<file path="config.mk">
export PLATFORM = sky130hd
export DESIGN_NAME = store_unit_top
export DESIGN_NICKNAME = d
export VERILOG_FILES = /design/src/common/sq_pkg.sv /design/src/hdl/store_unit_top.sv /design/src/hdl/store_retire.sv /design/src/store_queue/store_queue.sv /design/src/hdl/store_agu.sv /design/src/hdl/store_dispatch.sv
export SDC_FILE = /design/constraint.sdc
export NUM_CORES = 1
export LEC_CHECK = 0
export BUFFER_PORTS_ARGS = -buffer_cell sky130_fd_sc_hd__buf_2
export CELL_PAD_IN_SITES_DETAIL_PLACEMENT = 1
export CELL_PAD_IN_SITES_GLOBAL_PLACEMENT = 2
export CORE_ASPECT_RATIO = 0.7
export CORE_MARGIN = 5
export CORE_UTILIZATION = 28
export CTS_BUF_LIST = sky130_fd_sc_hd__clkbuf_2
export CTS_CLUSTER_DIAMETER = 150
export DETAILED_ROUTE_END_ITERATION = 7
export GPL_TIMING_DRIVEN = 1
export MAX_ROUTING_LAYER = met4
export PLACE_DENSITY = 0.49
export SLEW_MARGIN = 20
export SYNTH_ARGS = -nofsm -noshare
export SYNTH_HDL_FRONTEND = slang
export SYNTH_SLANG_ARGS = --single-unit
</file>
<file path="constraint.sdc">
create_clock -name clock -period 11.8 [get_ports clock]
set_input_delay 0.59 -clock clock [delete_from_list [all_inputs] [get_ports clock]]
set_output_delay 0.59 -clock clock [all_outputs]
set_load 0.1 [all_outputs]
</file>
<file path="src/common/sq_pkg.sv">
// Store path package
// Queue sizing and the packed records passed between dispatch, AGU, queue and retire

package sq_pkg;

    // ==============================
    // Queue sizing
    // ==============================
    localparam int sq_depth = 8;

    // Offset field width of a decoded store
    localparam int offset_bits = 12;

    // Index into the queue, wraps at sq_depth
    typedef logic [$clog2(sq_depth)-1:0] sq_idx_t;

    // Occupancy count, 0 up to sq_depth inclusive
    typedef logic [$clog2(sq_depth+1)-1:0] sq_count_t;

    typedef logic [31:0] addr_t;
    typedef logic [31:0] data_t;

    // ==============================
    // Pipeline records
    // ==============================

    // One decode lane as seen by dispatch
    typedef struct packed {
        logic                          valid;
        addr_t                         base;
        logic signed [offset_bits-1:0] offset;
        data_t                         data;
    } store_decode_t;

    // Allocation into the queue; address and data follow from the AGU
    typedef struct packed {
        logic valid;
    } sq_alloc_t;

    // Request to the address unit, tagged with its queue slot
    typedef struct packed {
        logic                          valid;
        sq_idx_t                       idx;
        addr_t                         base;
        logic signed [offset_bits-1:0] offset;
        data_t                         data;
    } agu_req_t;

    // AGU write-back into the queue
    typedef struct packed {
        logic    valid;
        sq_idx_t idx;
        addr_t   addr;
        data_t   data;
    } sq_exec_t;

    // Data-cache write port payload
    typedef struct packed {
        addr_t addr;
        data_t data;
    } store_write_t;

endpackage
</file>
<file path="src/hdl/store_unit_top.sv">
// Store unit top level
// Dispatch, address unit, store queue and retire joined into one store path

`timescale 1ns/1ps

module store_unit_top #(
    parameter int dispatch_width = 2,
    parameter int agu_latency    = 2
) (
    input  logic                                       clock,
    input  logic                                       rst,
    input  sq_pkg::store_decode_t [dispatch_width-1:0] decode_lanes,
    input  sq_pkg::sq_count_t                          commit_count,
    input  logic                                       mispredict,
    output logic                                       dispatch_stall,
    output sq_pkg::sq_count_t                          free_slots,
    output logic                                       unexecuted_store,
    output logic                                       cache_write_valid,
    output sq_pkg::store_write_t                       cache_write
);

    // Dispatch to queue
    sq_pkg::sq_alloc_t [dispatch_width-1:0] alloc_lanes;
    sq_pkg::sq_count_t                      num_alloc;
    sq_pkg::sq_idx_t                        alloc_base;

    // Dispatch to AGU, AGU to queue
    sq_pkg::agu_req_t  [dispatch_width-1:0] agu_reqs;
    sq_pkg::sq_exec_t  [dispatch_width-1:0] exec_results;

    // Queue and retire handshake
    logic                                   head_ready;
    sq_pkg::store_write_t                   head_entry;
    logic                                   release_head;

    store_dispatch #(
        .dispatch_width (dispatch_width)
    ) u_dispatch (
        .decode_lanes   (decode_lanes),
        .free_slots     (free_slots),
        .alloc_base     (alloc_base),
        .alloc_lanes    (alloc_lanes),
        .num_alloc      (num_alloc),
        .agu_reqs       (agu_reqs),
        .dispatch_stall (dispatch_stall)
    );

    store_agu #(
        .dispatch_width (dispatch_width),
        .agu_latency    (agu_latency)
    ) u_agu (
        .clock        (clock),
        .rst          (rst),
        .mispredict   (mispredict),
        .agu_reqs     (agu_reqs),
        .exec_results (exec_results)
    );

    store_queue #(
        .dispatch_width (dispatch_width)
    ) u_queue (
        .clock            (clock),
        .rst              (rst),
        .mispredict       (mispredict),
        .alloc_lanes      (alloc_lanes),
        .num_alloc        (num_alloc),
        .exec_results     (exec_results),
        .release_head     (release_head),
        .alloc_base       (alloc_base),
        .free_slots       (free_slots),
        .head_ready       (head_ready),
        .head_entry       (head_entry),
        .unexecuted_store (unexecuted_store)
    );

    store_retire u_retire (
        .clock             (clock),
        .rst               (rst),
        .mispredict        (mispredict),
        .commit_count      (commit_count),
        .head_ready        (head_ready),
        .head_entry        (head_entry),
        .release_head      (release_head),
        .cache_write_valid (cache_write_valid),
        .cache_write       (cache_write)
    );

endmodule

</file>
<file path="src/hdl/store_retire.sv">
// Store retire
// Counts committed stores and drains the queue head to the cache write port

`timescale 1ns/1ps

module store_retire (
    input  logic                 clock,
    input  logic                 rst,
    input  logic                 mispredict,
    input  sq_pkg::sq_count_t    commit_count,
    input  logic                 head_ready,
    input  sq_pkg::store_write_t head_entry,
    output logic                 release_head,
    output logic                 cache_write_valid,
    output sq_pkg::store_write_t cache_write
);

    // Committed stores not yet sent to the cache
    sq_pkg::sq_count_t pending_q;

    // One store per cycle, only once committed and executed
    assign release_head = (pending_q != '0) && head_ready;

    // ==============================
    // Commit credits
    // ==============================
    always_ff @(posedge clock) begin
        if (rst || mispredict) begin
            pending_q <= '0;
        end else begin
            // Commits add, a release spends one
            pending_q <= pending_q + commit_count - sq_pkg::sq_count_t'(release_head);
        end
    end

    // ==============================
    // Cache port
    // ==============================
    always_ff @(posedge clock) begin
        if (rst) begin
            cache_write_valid <= 1'b0;
        end else begin
            cache_write_valid <= release_head;
        end
    end

    // Payload captured with the release
    always_ff @(posedge clock) begin
        if (release_head) begin
            cache_write <= head_entry;
        end
    end

    // ROB flushes only after all committed stores have drained
    a_flush_drained: assert property (@(posedge clock) disable iff (rst)
        $rose(mispredict) |-> (pending_q == '0));

endmodule

</file>
<file path="src/store_queue/store_queue.sv">
// Store queue
// Circular buffer of stores: allocates at the tail, records AGU write-back,
// and hands its head entry to retire in program order

`timescale 1ns/1ps

module store_queue #(
    parameter int dispatch_width = 2
) (
    input  logic                                   clock,
    input  logic                                   rst,
    input  logic                                   mispredict,
    input  sq_pkg::sq_alloc_t [dispatch_width-1:0] alloc_lanes,
    input  sq_pkg::sq_count_t                      num_alloc,
    input  sq_pkg::sq_exec_t  [dispatch_width-1:0] exec_results,
    input  logic                                   release_head,
    output sq_pkg::sq_idx_t                        alloc_base,
    output sq_pkg::sq_count_t                      free_slots,
    output logic                                   head_ready,
    output sq_pkg::store_write_t                   head_entry,
    output logic                                   unexecuted_store
);

    // ==============================
    // Storage
    // ==============================

    // Per-entry state bits
    logic [sq_pkg::sq_depth-1:0] valid_q;
    logic [sq_pkg::sq_depth-1:0] executed_q;

    // Address and data, filled by write-back
    sq_pkg::store_write_t entry_q [sq_pkg::sq_depth];

    // Ring pointers and room counter
    sq_pkg::sq_idx_t   head_q;
    sq_pkg::sq_idx_t   tail_q;
    sq_pkg::sq_count_t free_q;

    // Next values of pointers and counter
    sq_pkg::sq_idx_t   head_next;
    sq_pkg::sq_idx_t   tail_next;
    sq_pkg::sq_count_t free_next;

    // ==============================
    // Pointer arithmetic
    // ==============================
    always_comb begin
        head_next = head_q;
        if (release_head) begin
            head_next = sq_pkg::sq_idx_t'((int'(head_q) + 1) % sq_pkg::sq_depth);
        end
        // Tail moves by the whole accepted group
        tail_next = sq_pkg::sq_idx_t'((int'(tail_q) + int'(num_alloc)) % sq_pkg::sq_depth);
        // Release frees one slot, dispatch takes num_alloc
        free_next = free_q + sq_pkg::sq_count_t'(release_head) - num_alloc;
    end

    // ==============================
    // Control state
    // ==============================
    always_ff @(posedge clock) begin
        if (rst || mispredict) begin
            valid_q    <= '0;
            executed_q <= '0;
            head_q     <= '0;
            tail_q     <= '0;
            free_q     <= sq_pkg::sq_count_t'(sq_pkg::sq_depth);
        end else begin
            // Head leaves the queue
            if (release_head) begin
                valid_q[head_q]    <= 1'b0;
                executed_q[head_q] <= 1'b0;
            end
            // New stores at the tail, lanes already compacted
            for (int i = 0; i < dispatch_width; i++) begin
                if (alloc_lanes[i].valid) begin
                    valid_q[sq_pkg::sq_idx_t'((int'(tail_q) + i) % sq_pkg::sq_depth)]
                        <= 1'b1;
                    executed_q[sq_pkg::sq_idx_t'((int'(tail_q) + i) % sq_pkg::sq_depth)]
                        <= 1'b0;
                end
            end
            // AGU results mark their slots executed
            for (int l = 0; l < dispatch_width; l++) begin
                if (exec_results[l].valid) begin
                    executed_q[exec_results[l].idx] <= 1'b1;
                end
            end
            head_q <= head_next;
            tail_q <= tail_next;
            free_q <= free_next;
        end
    end

    // Payload write from the AGU
    always_ff @(posedge clock) begin
        for (int l = 0; l < dispatch_width; l++) begin
            if (exec_results[l].valid) begin
                entry_q[exec_results[l].idx].addr <= exec_results[l].addr;
                entry_q[exec_results[l].idx].data <= exec_results[l].data;
            end
        end
    end

    // ==============================
    // Outputs
    // ==============================
    assign alloc_base = tail_q;
    assign free_slots = free_q;

    // Head may go once it has both address and data
    assign head_ready = valid_q[head_q] && executed_q[head_q];
    assign head_entry = entry_q[head_q];

    // Any store still waiting for its AGU result
    assign unexecuted_store = |(valid_q & ~executed_q);

    // Retire only pulls a head that is ready
    a_release_ready: assert property (@(posedge clock) disable iff (rst)
        release_head |-> head_ready);

    // Write-back always lands on a live entry
    for (genvar l = 0; l < dispatch_width; l++) begin : g_wb_chk
        a_wb_valid: assert property (@(posedge clock) disable iff (rst)
            exec_results[l].valid |-> valid_q[exec_results[l].idx]);
    end

endmodule

</file>
<file path="src/hdl/store_agu.sv">
// Store address unit
// Fixed-latency pipeline forming base plus offset and carrying data to the queue

`timescale 1ns/1ps

module store_agu #(
    parameter int dispatch_width = 2,
    parameter int agu_latency    = 2
) (
    input  logic                                  clock,
    input  logic                                  rst,
    input  logic                                  mispredict,
    input  sq_pkg::agu_req_t [dispatch_width-1:0] agu_reqs,
    output sq_pkg::sq_exec_t [dispatch_width-1:0] exec_results
);

    // Sign extension width for the offset
    localparam int ext_bits = $bits(sq_pkg::addr_t) - sq_pkg::offset_bits;

    // Address formed this cycle, captured by stage 0
    sq_pkg::sq_exec_t [dispatch_width-1:0] formed;

    // Stage registers, index 0 is the youngest group
    sq_pkg::sq_exec_t [dispatch_width-1:0] stage_q [agu_latency];

    // ==============================
    // Address formation
    // ==============================
    always_comb begin
        for (int l = 0; l < dispatch_width; l++) begin
            formed[l].valid = agu_reqs[l].valid;
            formed[l].idx   = agu_reqs[l].idx;
            // Base plus sign-extended 12-bit immediate
            formed[l].addr  = agu_reqs[l].base
                            + {{ext_bits{agu_reqs[l].offset[sq_pkg::offset_bits-1]}},
                               agu_reqs[l].offset};
            formed[l].data  = agu_reqs[l].data;
        end
    end

    // ==============================
    // Stage shift
    // ==============================
    always_ff @(posedge clock) begin
        if (rst || mispredict) begin
            // Squash every in-flight group, payload left as is
            for (int s = 0; s < agu_latency; s++) begin
                for (int l = 0; l < dispatch_width; l++) begin
                    stage_q[s][l].valid <= 1'b0;
                end
            end
        end else begin
            stage_q[0] <= formed;
            // Later stages only move the record along
            for (int s = 1; s < agu_latency; s++) begin
                stage_q[s] <= stage_q[s-1];
            end
        end
    end

    // Oldest stage writes back to the queue
    assign exec_results = stage_q[agu_latency-1];

    // Lanes of one write-back group must hit distinct queue slots
    for (genvar i = 0; i < dispatch_width; i++) begin : g_idx_chk_i
        for (genvar j = i + 1; j < dispatch_width; j++) begin : g_idx_chk_j
            a_distinct_idx: assert property (@(posedge clock) disable iff (rst)
                (exec_results[i].valid && exec_results[j].valid)
                    |-> (exec_results[i].idx != exec_results[j].idx));
        end
    end

endmodule

</file>
<file path="src/hdl/store_dispatch.sv">
// Store dispatch
// Compacts valid decode lanes, checks queue room and tags each store with its slot

`timescale 1ns/1ps

module store_dispatch #(
    parameter int dispatch_width = 2
) (
    input  sq_pkg::store_decode_t [dispatch_width-1:0] decode_lanes,
    input  sq_pkg::sq_count_t                          free_slots,
    input  sq_pkg::sq_idx_t                            alloc_base,
    output sq_pkg::sq_alloc_t     [dispatch_width-1:0] alloc_lanes,
    output sq_pkg::sq_count_t                          num_alloc,
    output sq_pkg::agu_req_t      [dispatch_width-1:0] agu_reqs,
    output logic                                       dispatch_stall
);

    // Compacted lanes before the room check
    sq_pkg::sq_alloc_t [dispatch_width-1:0] packed_alloc;
    sq_pkg::agu_req_t  [dispatch_width-1:0] packed_reqs;
    sq_pkg::sq_count_t                      num_valid;

    // ==============================
    // Lane compaction
    // ==============================
    always_comb begin
        sq_pkg::sq_count_t pos;
        pos          = '0;
        packed_alloc = '0;
        packed_reqs  = '0;
        // Walk lanes in order, each valid one lands on the next free low lane
        for (int i = 0; i < dispatch_width; i++) begin
            if (decode_lanes[i].valid) begin
                packed_alloc[pos].valid = 1'b1;
                packed_reqs[pos].valid  = 1'b1;
                // Slot is tail plus position, wrapped around the ring
                packed_reqs[pos].idx    = sq_pkg::sq_idx_t'(
                    (int'(alloc_base) + int'(pos)) % sq_pkg::sq_depth);
                packed_reqs[pos].base   = decode_lanes[i].base;
                packed_reqs[pos].offset = decode_lanes[i].offset;
                packed_reqs[pos].data   = decode_lanes[i].data;
                pos++;
            end
        end
        num_valid = pos;
    end

    // ==============================
    // Room check
    // ==============================

    // All-or-nothing: a group that does not fit takes no slot at all
    assign dispatch_stall = (num_valid > free_slots);

    // Stalled group is dropped here, decode presents it again
    assign num_alloc   = dispatch_stall ? '0 : num_valid;
    assign alloc_lanes = dispatch_stall ? '0 : packed_alloc;
    assign agu_reqs    = dispatch_stall ? '0 : packed_reqs;

endmodule

</file>
==> metrics.md, run 1 <==
| Metric | Value |
|---|---|
| Critical path type | `in -> reg` |
| Largest net degree at the start of global routing | `96` |
| Vias in the first global route | `29.74k` |
| Crit path DAT | `8.67 ns` |
| Post-synthesis adder-cell area fraction | `0.02741` |
| Hold Slack | `0.3284 ns` |
| CTS root buf | `clkbuf_2` |
| Die area | `157,900 sq um` |
| DR iter-0 viols | `1,370` |
| DR pass1 iterations | `6` |
| Core area | `148,500 sq um` |
| CP Launch Type | `primary input` |
| Routed length on met3 | `5081 um` |
| Row cnt | `118` |
| Worst-path maximum fanout | `49` |
| Share of layout cells above drive strength 1 | `0.3863` |
| Fmax | `138.0 MHz` |
| Worst-margin pin slew | `1.134 ns` |
| Wire length on met1 | `64,020 um` |
| Post-Place Worst Slack | `4.510 ns` |
| Final net count | `3,680` |
| Library cells used by synthesis | `75` |
| Status | `complete, no violations` |
| CTS sink cnt | `879` |
| Final hold vios | `0` |
| Post-placement cell count | `4,730` |
| Critical Path RT | `13.22 ns` |
| Synth-to-layout area growth | `24.23%` |
| Pwr dens | `126.0 nW/um^2` |
| Cell count after synthesis | `2,623` |
| CTS tree | `built` |
| Total number of vias | `26.81k` |
| Yosys warnings | `0` |
| First-pass GRT wire length | `203,600 um` |
| Grt ovf | `0` |
| CP Capture Type | `flip-flop` |
| LEAKAGE | `18.55 nW` |
| Worst-skew pair later-pin latency | `1.69 ns` |
| Fin util | `0.3512` |
| Seq/Total Area, Yosys | `0.6203` |
| Final Cell Area | `52,170 sq um` |
| Total power | `6.573 mW` |
| Setup bufs post-CTS | `0` |
| Final worst setup slack | `4.556 ns` |
| Relative slew slack | `0.2440` |
| # IOs | `232` |
| Post-synth ARST share | `0` |
| # port buffers | `231` |
| Fin. max-slew vios | `0` |
| Routability Congestion | `0.7480` |
| Clock Skew | `0.1027 ns` |
| Initial antenna violation count | `7` |
| Mux cell area share after synthesis | `0.2249` |
| Top sig layer | `met4` |
| EDFF count, synth | `844` |
| Synth Register Bits | `879` |
| Via density | `4.796` |
| Simple-Gate Fraction of Synth Area | `0.04452` |
| Setup violators final | `0` |
| Setup TNS | `0 ns` |
| WL met2 | `68,400 um` |
| RSZ-0062 raised after global routing | `false` |
| Post-route minimum period | `7.244 ns` |
| Period utilization | `0.6139` |
| Post-Synthesis Net Count | `2,873` |
| Chip Width | `472.9 um` |
| Post_cts resized | `0` |
| Worst ir drop on vdd | `70.08 uV` |
| CTS H-tree depth | `4` |
| Synth top area share | `0.6036` |
| Main combinational cell family by area after synthesis | `multiplexers` |
| Die height | `334 um` |
| Mapped Area | `41,990 sq um` |
| Reg clk slew, reported paths | `0.09 ns` |
| Placed Area | `45,570 sq um` |
| GR Util All Layers | `0.1807` |
| Worst min path class | `in -> reg` |
| Post-synth top cells | `844 x edfxtp_1, 576 x mux2_2, 129 x mux4_2` |
| Final ANT Viol Nets | `0` |
| Mapped Avg Cell Area | `16.01 sq um` |
| Fill count | `15.60k` |
| Synth Area in XOR/XNOR | `0.01439` |
| DR WL/cell | `25.11 um` |
| Maxcap violations | `0` |
| Routed Wire Length | `140,400 um` |
| Max Root-Sink Buffers | `3` |
| Synth area leader | `edfxtp_1` |
| Main area contributors after synthesis | `edfxtp_1 60%, mux2_2 15%, mux4_2 6.9%` |
| Ys flop type | `edfxtp_1` |
| Initial Util | `0.2827` |
| Synth Area in Compound Gates | `0.05021` |
| HPWL Detailed | `77,990 um` |
| DRC Markers | `0` |
| Number of CTS-inserted buffers | `232` |
| Post-route insts no fill | `5,590` |
| Cell with the most instances after synthesis | `edfxtp_1` |
## kinds of logic (layout without fill, tap and decap cells)
logic type,Yosys count,count (layout)
AO/OA/AOI/OAI,308,308
XOR/XNOR,69,69
adder cells (fa/ha/maj),89,89
buffers and inverters,200,1180
flip-flops,879,879
multiplexers,710,710
other,0,7
AND/OR/NAND/NOR,368,368
## flip-flops by register name, summed over array words and instances, names as in the netlist
signal and flops:
u_queue.executed_q 8, u_queue.alloc_base 3, u_retire.pending_q 4, u_queue.valid_q 8, u_agu.stage_q 272, u_queue.free_slots 4, u_retire.cache_write_valid 1, u_queue.head_q 3
u_queue.entry_q 512, u_retire.cache_write 64
## where the power goes
part | internal, mW | switching, mW
Sequential | 3.50 | 0.0666
Clock | 0.880 | 1.35
Combinational | 0.396 | 0.374
Total | 4.78 | 1.79
## area by class of cell
type,instances,area (sq um),area share
inverter,58,232.7,0.004461
clock buffer,359,1797,0.03444
sequential,879,26060,0.4995
tap,1980,2477,0.04749
clock inverter,48,317.8,0.006092
antenna,7,17.52,0.0003358
timing repair buffer,715,5953,0.1141
multi-input combinational,1544,15310,0.2936
## metal layers
metal / vias up / track usage
met1: 13935 / 0.2313
met2: 536 / 0.2980
met5: - / -
li1: 12097 / -
met4: 0 / 0.04719
met3: 240 / 0.03145
## cell usage in the layout, fill, tap and decap left out, drive strengths merged, types with 7 or more instances in the layout
cell type / netlist / routed
o211ai: 12 / 12
a21o: 27 / 27
o21ai: 50 / 50
diode: 0 / 7
clkinv: 2 / 40
o31ai: 7 / 7
edfxtp: 844 / 844
nand4: 9 / 9
a31oi: 13 / 13
nand2b: 13 / 13
xnor2: 42 / 42
nand2: 63 / 63
clkbuf: 111 / 359
mux4: 129 / 129
and3: 9 / 9
ha: 84 / 84
o21a: 10 / 10
buf: 31 / 269
nand3: 23 / 23
a21oi: 78 / 78
nor2b: 14 / 14
inv: 56 / 61
xor2: 27 / 27
nor2: 111 / 111
dfxtp: 35 / 35
mux2: 576 / 576
nor3: 15 / 15
a22oi: 76 / 76
dlygate4sd3: 0 / 446
and2: 87 / 87
## critical path, cell delays in order
cell and delay, ns:
dlygate4sd3_1 0.53, buf_4 0.30, buf_4 0.59, inv_1 0.16
ha_1 0.33, inv_1 0.07, ha_1 0.14, nor2b_1 0.04
o211ai_1 0.59, buf_4 0.29, inv_4 0.23, nor3_2 0.35
buf_4 0.68, and2_1 0.24, ha_1 0.26, dlygate4sd3_1 0.62
a21oi_1 0.41, nand2_1 0.10, a21oi_1 0.17, o21ai_1 0.26
a21boi_1 0.45, nor2_1 0.11, a311o_1 0.38, xor2_1 0.14
dlygate4sd3_1 0.56
## repair_timing
item                                    4_1_cts  5_1_grt
hold endpoints to repair                    167        0
hold buffers                                446        0
endpoints found under the setup margin        0        0
## path summary, 6_finish.rpt
path / slack, ns / cells after the start / end / start
setup / recovery: 4.56 / 25 / u_agu.stage_q[0][125]$_DFFE_PN_ / decode_lanes[76]
setup reg to reg: 4.77 / 20 / u_agu.stage_q[0][125]$_DFFE_PN_ / u_queue.free_slots[1]$_SDFF_PP0_
hold reg to reg: 0.36 / 0 / u_agu.stage_q[1][81]$_DFFE_PN_ / u_agu.stage_q[0][81]$_SDFFCE_PN0N_
hold / removal: 0.33 / 6 / u_agu.stage_q[0][46]$_DFFE_PN_ / decode_lanes[120]
No activity file was read; power rests on OpenSTA's default activity.
==> run 2, diff against run 1 <==
- clock period: 11.8 -> 7.5 ns (I/O delays scaled with it)
==> run 2 against run 1 <==
Die area did not move. Non-clock buffer count rose by 77. Count of clock-buffer cells in the layout rose by 3. Critical path type unchanged. Critical endpoint is now u_agu.stage_q[0][51]$_DFFE_PN_.
==> metrics.md, run 2 (same netlist as run 1, synthesis figures left out) <==
| Metric | Value |
|---|---|
| Status | `complete, no violations` |
| Number of CTS-inserted buffers | `231` |
| Chip Width | `472.9 um` |
| Routed Wire Length | `143,300 um` |
| Initial antenna violation count | `5` |
| Maxcap violations | `0` |
| CTS sink cnt | `879` |
| Share of layout cells above drive strength 1 | `0.3785` |
| # port buffers | `231` |
| Final Cell Area | `52,930 sq um` |
| Min-Delay Path Depth | `5` |
| Pwr dens | `196.4 nW/um^2` |
| Fmax | `137.9 MHz` |
| First-pass GRT wire length | `209,000 um` |
| Setup TNS | `0 ns` |
| Placed Area | `45,530 sq um` |
| Core area | `148,500 sq um` |
| RSZ-0062 raised after global routing | `false` |
| CP Capture Type | `flip-flop` |
| Worst-path maximum fanout | `38` |
| Fin util | `0.3564` |
| Routability Congestion | `0.7691` |
| Hold Crit Start | `decode_lanes[18]` |
| Max Root-Sink Buffers | `3` |
| Vias in the first global route | `30.49k` |
| Worst ir drop on vdd | `101.5 uV` |
| Post-placement cell count | `4,728` |
| Fill count | `15.57k` |
| Post-route insts no fill | `5,674` |
| Post-route minimum period | `7.253 ns` |
| CP Launch Type | `primary input` |
| DR iter-0 viols | `1,528` |
| DRC Markers | `0` |
| Grt ovf | `0` |
| Largest register FFs | `512` |
| Relative slew slack | `0.2855` |
| Critical Path RT | `8.83 ns` |
| CTS root buf | `clkbuf_2` |
| # IOs | `232` |
| DR WL/cell | `25.25 um` |
| Total power | `10.39 mW` |
| DR pass1 iterations | `5` |
| Crit path DAT | `8.58 ns` |
| Clock Skew | `0.1210 ns` |
| GR Util All Layers | `0.1855` |
| Commonest non-fill, non-tap cell in the layout | `edfxtp_1` |
| Die area | `157,900 sq um` |
| Synth-to-layout area growth | `26.05%` |
| Total number of vias | `27.06k` |
| Crit path from | `decode_lanes[76]` |
| Worst-margin pin slew | `1.072 ns` |
| Period utilization | `0.9670` |
| Hold Slack | `0.3331 ns` |
| LEAKAGE | `18.92 nW` |
| Commonest cells after routing, fill and taps aside | `844 x edfxtp_1, 576 x mux2_2, 525 x dlygate4sd3_1` |
| CTS H-tree depth | `4` |
| Critical path type | `in -> reg` |
| Sequential Area | `26,060 sq um` |
| Fin. max-slew vios | `0` |
| Biggest cell delay along the critical path | `1.07 ns` |
| Initial Util | `0.2827` |
| Final net count | `3,756` |
| Area occupied by multi-input gates | `15,310 sq um` |
| Most frequent CP cell | `dlygate4sd3_1` |
| CTS tree | `built` |
| Final worst setup slack | `0.2473 ns` |
| R2R Setup Slk | `1.07 ns` |
| Post-Place Worst Slack | `1.818 ns` |
| Slowest cell on crit path | `dlygate4sd3_1` |
| Die height | `334 um` |
| Reg clk slew, reported paths | `0.09 ns` |
| Final ANT Viol Nets | `0` |
| Largest delay share family, worst path | `buffers and inverters` |
| Largest net degree at the start of global routing | `152` |
| Worst min path class | `in -> reg` |
| Row cnt | `118` |
| Final hold vios | `0` |
| HPWL Detailed | `79,350 um` |
| Worst-skew pair later-pin latency | `1.68 ns` |
| Setup bufs post-CTS | `0` |
| Worst reg2reg path depth | `20` |
| Capturing point of the worst reg2reg path | `u_agu.stage_q[0][51]$_DFFE_PN_` |
| Crit path buffers/inverters | `11` |
| Setup violators final | `0` |
| FF-to-FF Start | `u_queue.free_slots[1]$_SDFF_PP0_` |
| Via density | `4.768` |
| Hold EP | `u_agu.stage_q[0][18]$_SDFFCE_PP0N_` |
## run 2: power breakdown
part           total, mW  internal (mW)  switching (mW)
Clock               3.51           1.37            2.15
Sequential          5.62           5.51           0.102
Combinational       1.27          0.666           0.599
## run 2: worst max-delay path by stage
stage / end / cells past startpoint
4_1_cts: u_agu.stage_q[0][51]$_DFFE_PN_ / 25
3_5_place_dp: u_agu.stage_q[0][125]$_DFFE_PN_ / 19
2_1_floorplan: u_agu.stage_q[0][58]$_DFFE_PN_ / 19
6_report: u_agu.stage_q[0][51]$_DFFE_PN_ / 25
5_1_grt: u_agu.stage_q[0][51]$_DFFE_PN_ / 25
3_3_place_gp: u_agu.stage_q[0][125]$_DFFE_PN_ / 19
## run 2: tightest hold or removal path: stages
cell and delay (ns):
dlygate4sd3_1 0.52, buf_2 0.09, dlygate4sd3_1 0.54, a22oi_1 0.09
nor2_1 0.18
## run 2: per-layer routing
metal | share of wire | vias to the layer above | GRT usage
met5 | 0 | - | -
met3 | 0.033 | 217 | 0.02983
met2 | 0.48 | 530 | 0.2980
li1 | - | 12252 | -
met4 | 0.020 | 0 | 0.04967
met1 | 0.47 | 14056 | 0.2452
## run 2: what timing repair did
| action | 4_1_cts | 5_1_grt |
|---|---|---|
| hold buffers | 525 | 0 |
| gates resized for setup | 0 | 0 |
| endpoints found under the hold margin | 167 | 0 |
## run 2: area by class of cell
type	count	area share
sequential	879	0.4923
multi-input combinational	1544	0.2893
timing repair buffer	792	0.1265
tap	1980	0.04681
clock buffer	362	0.03423
clock inverter	53	0.006052
inverter	58	0.004492
antenna	6	0.0002837
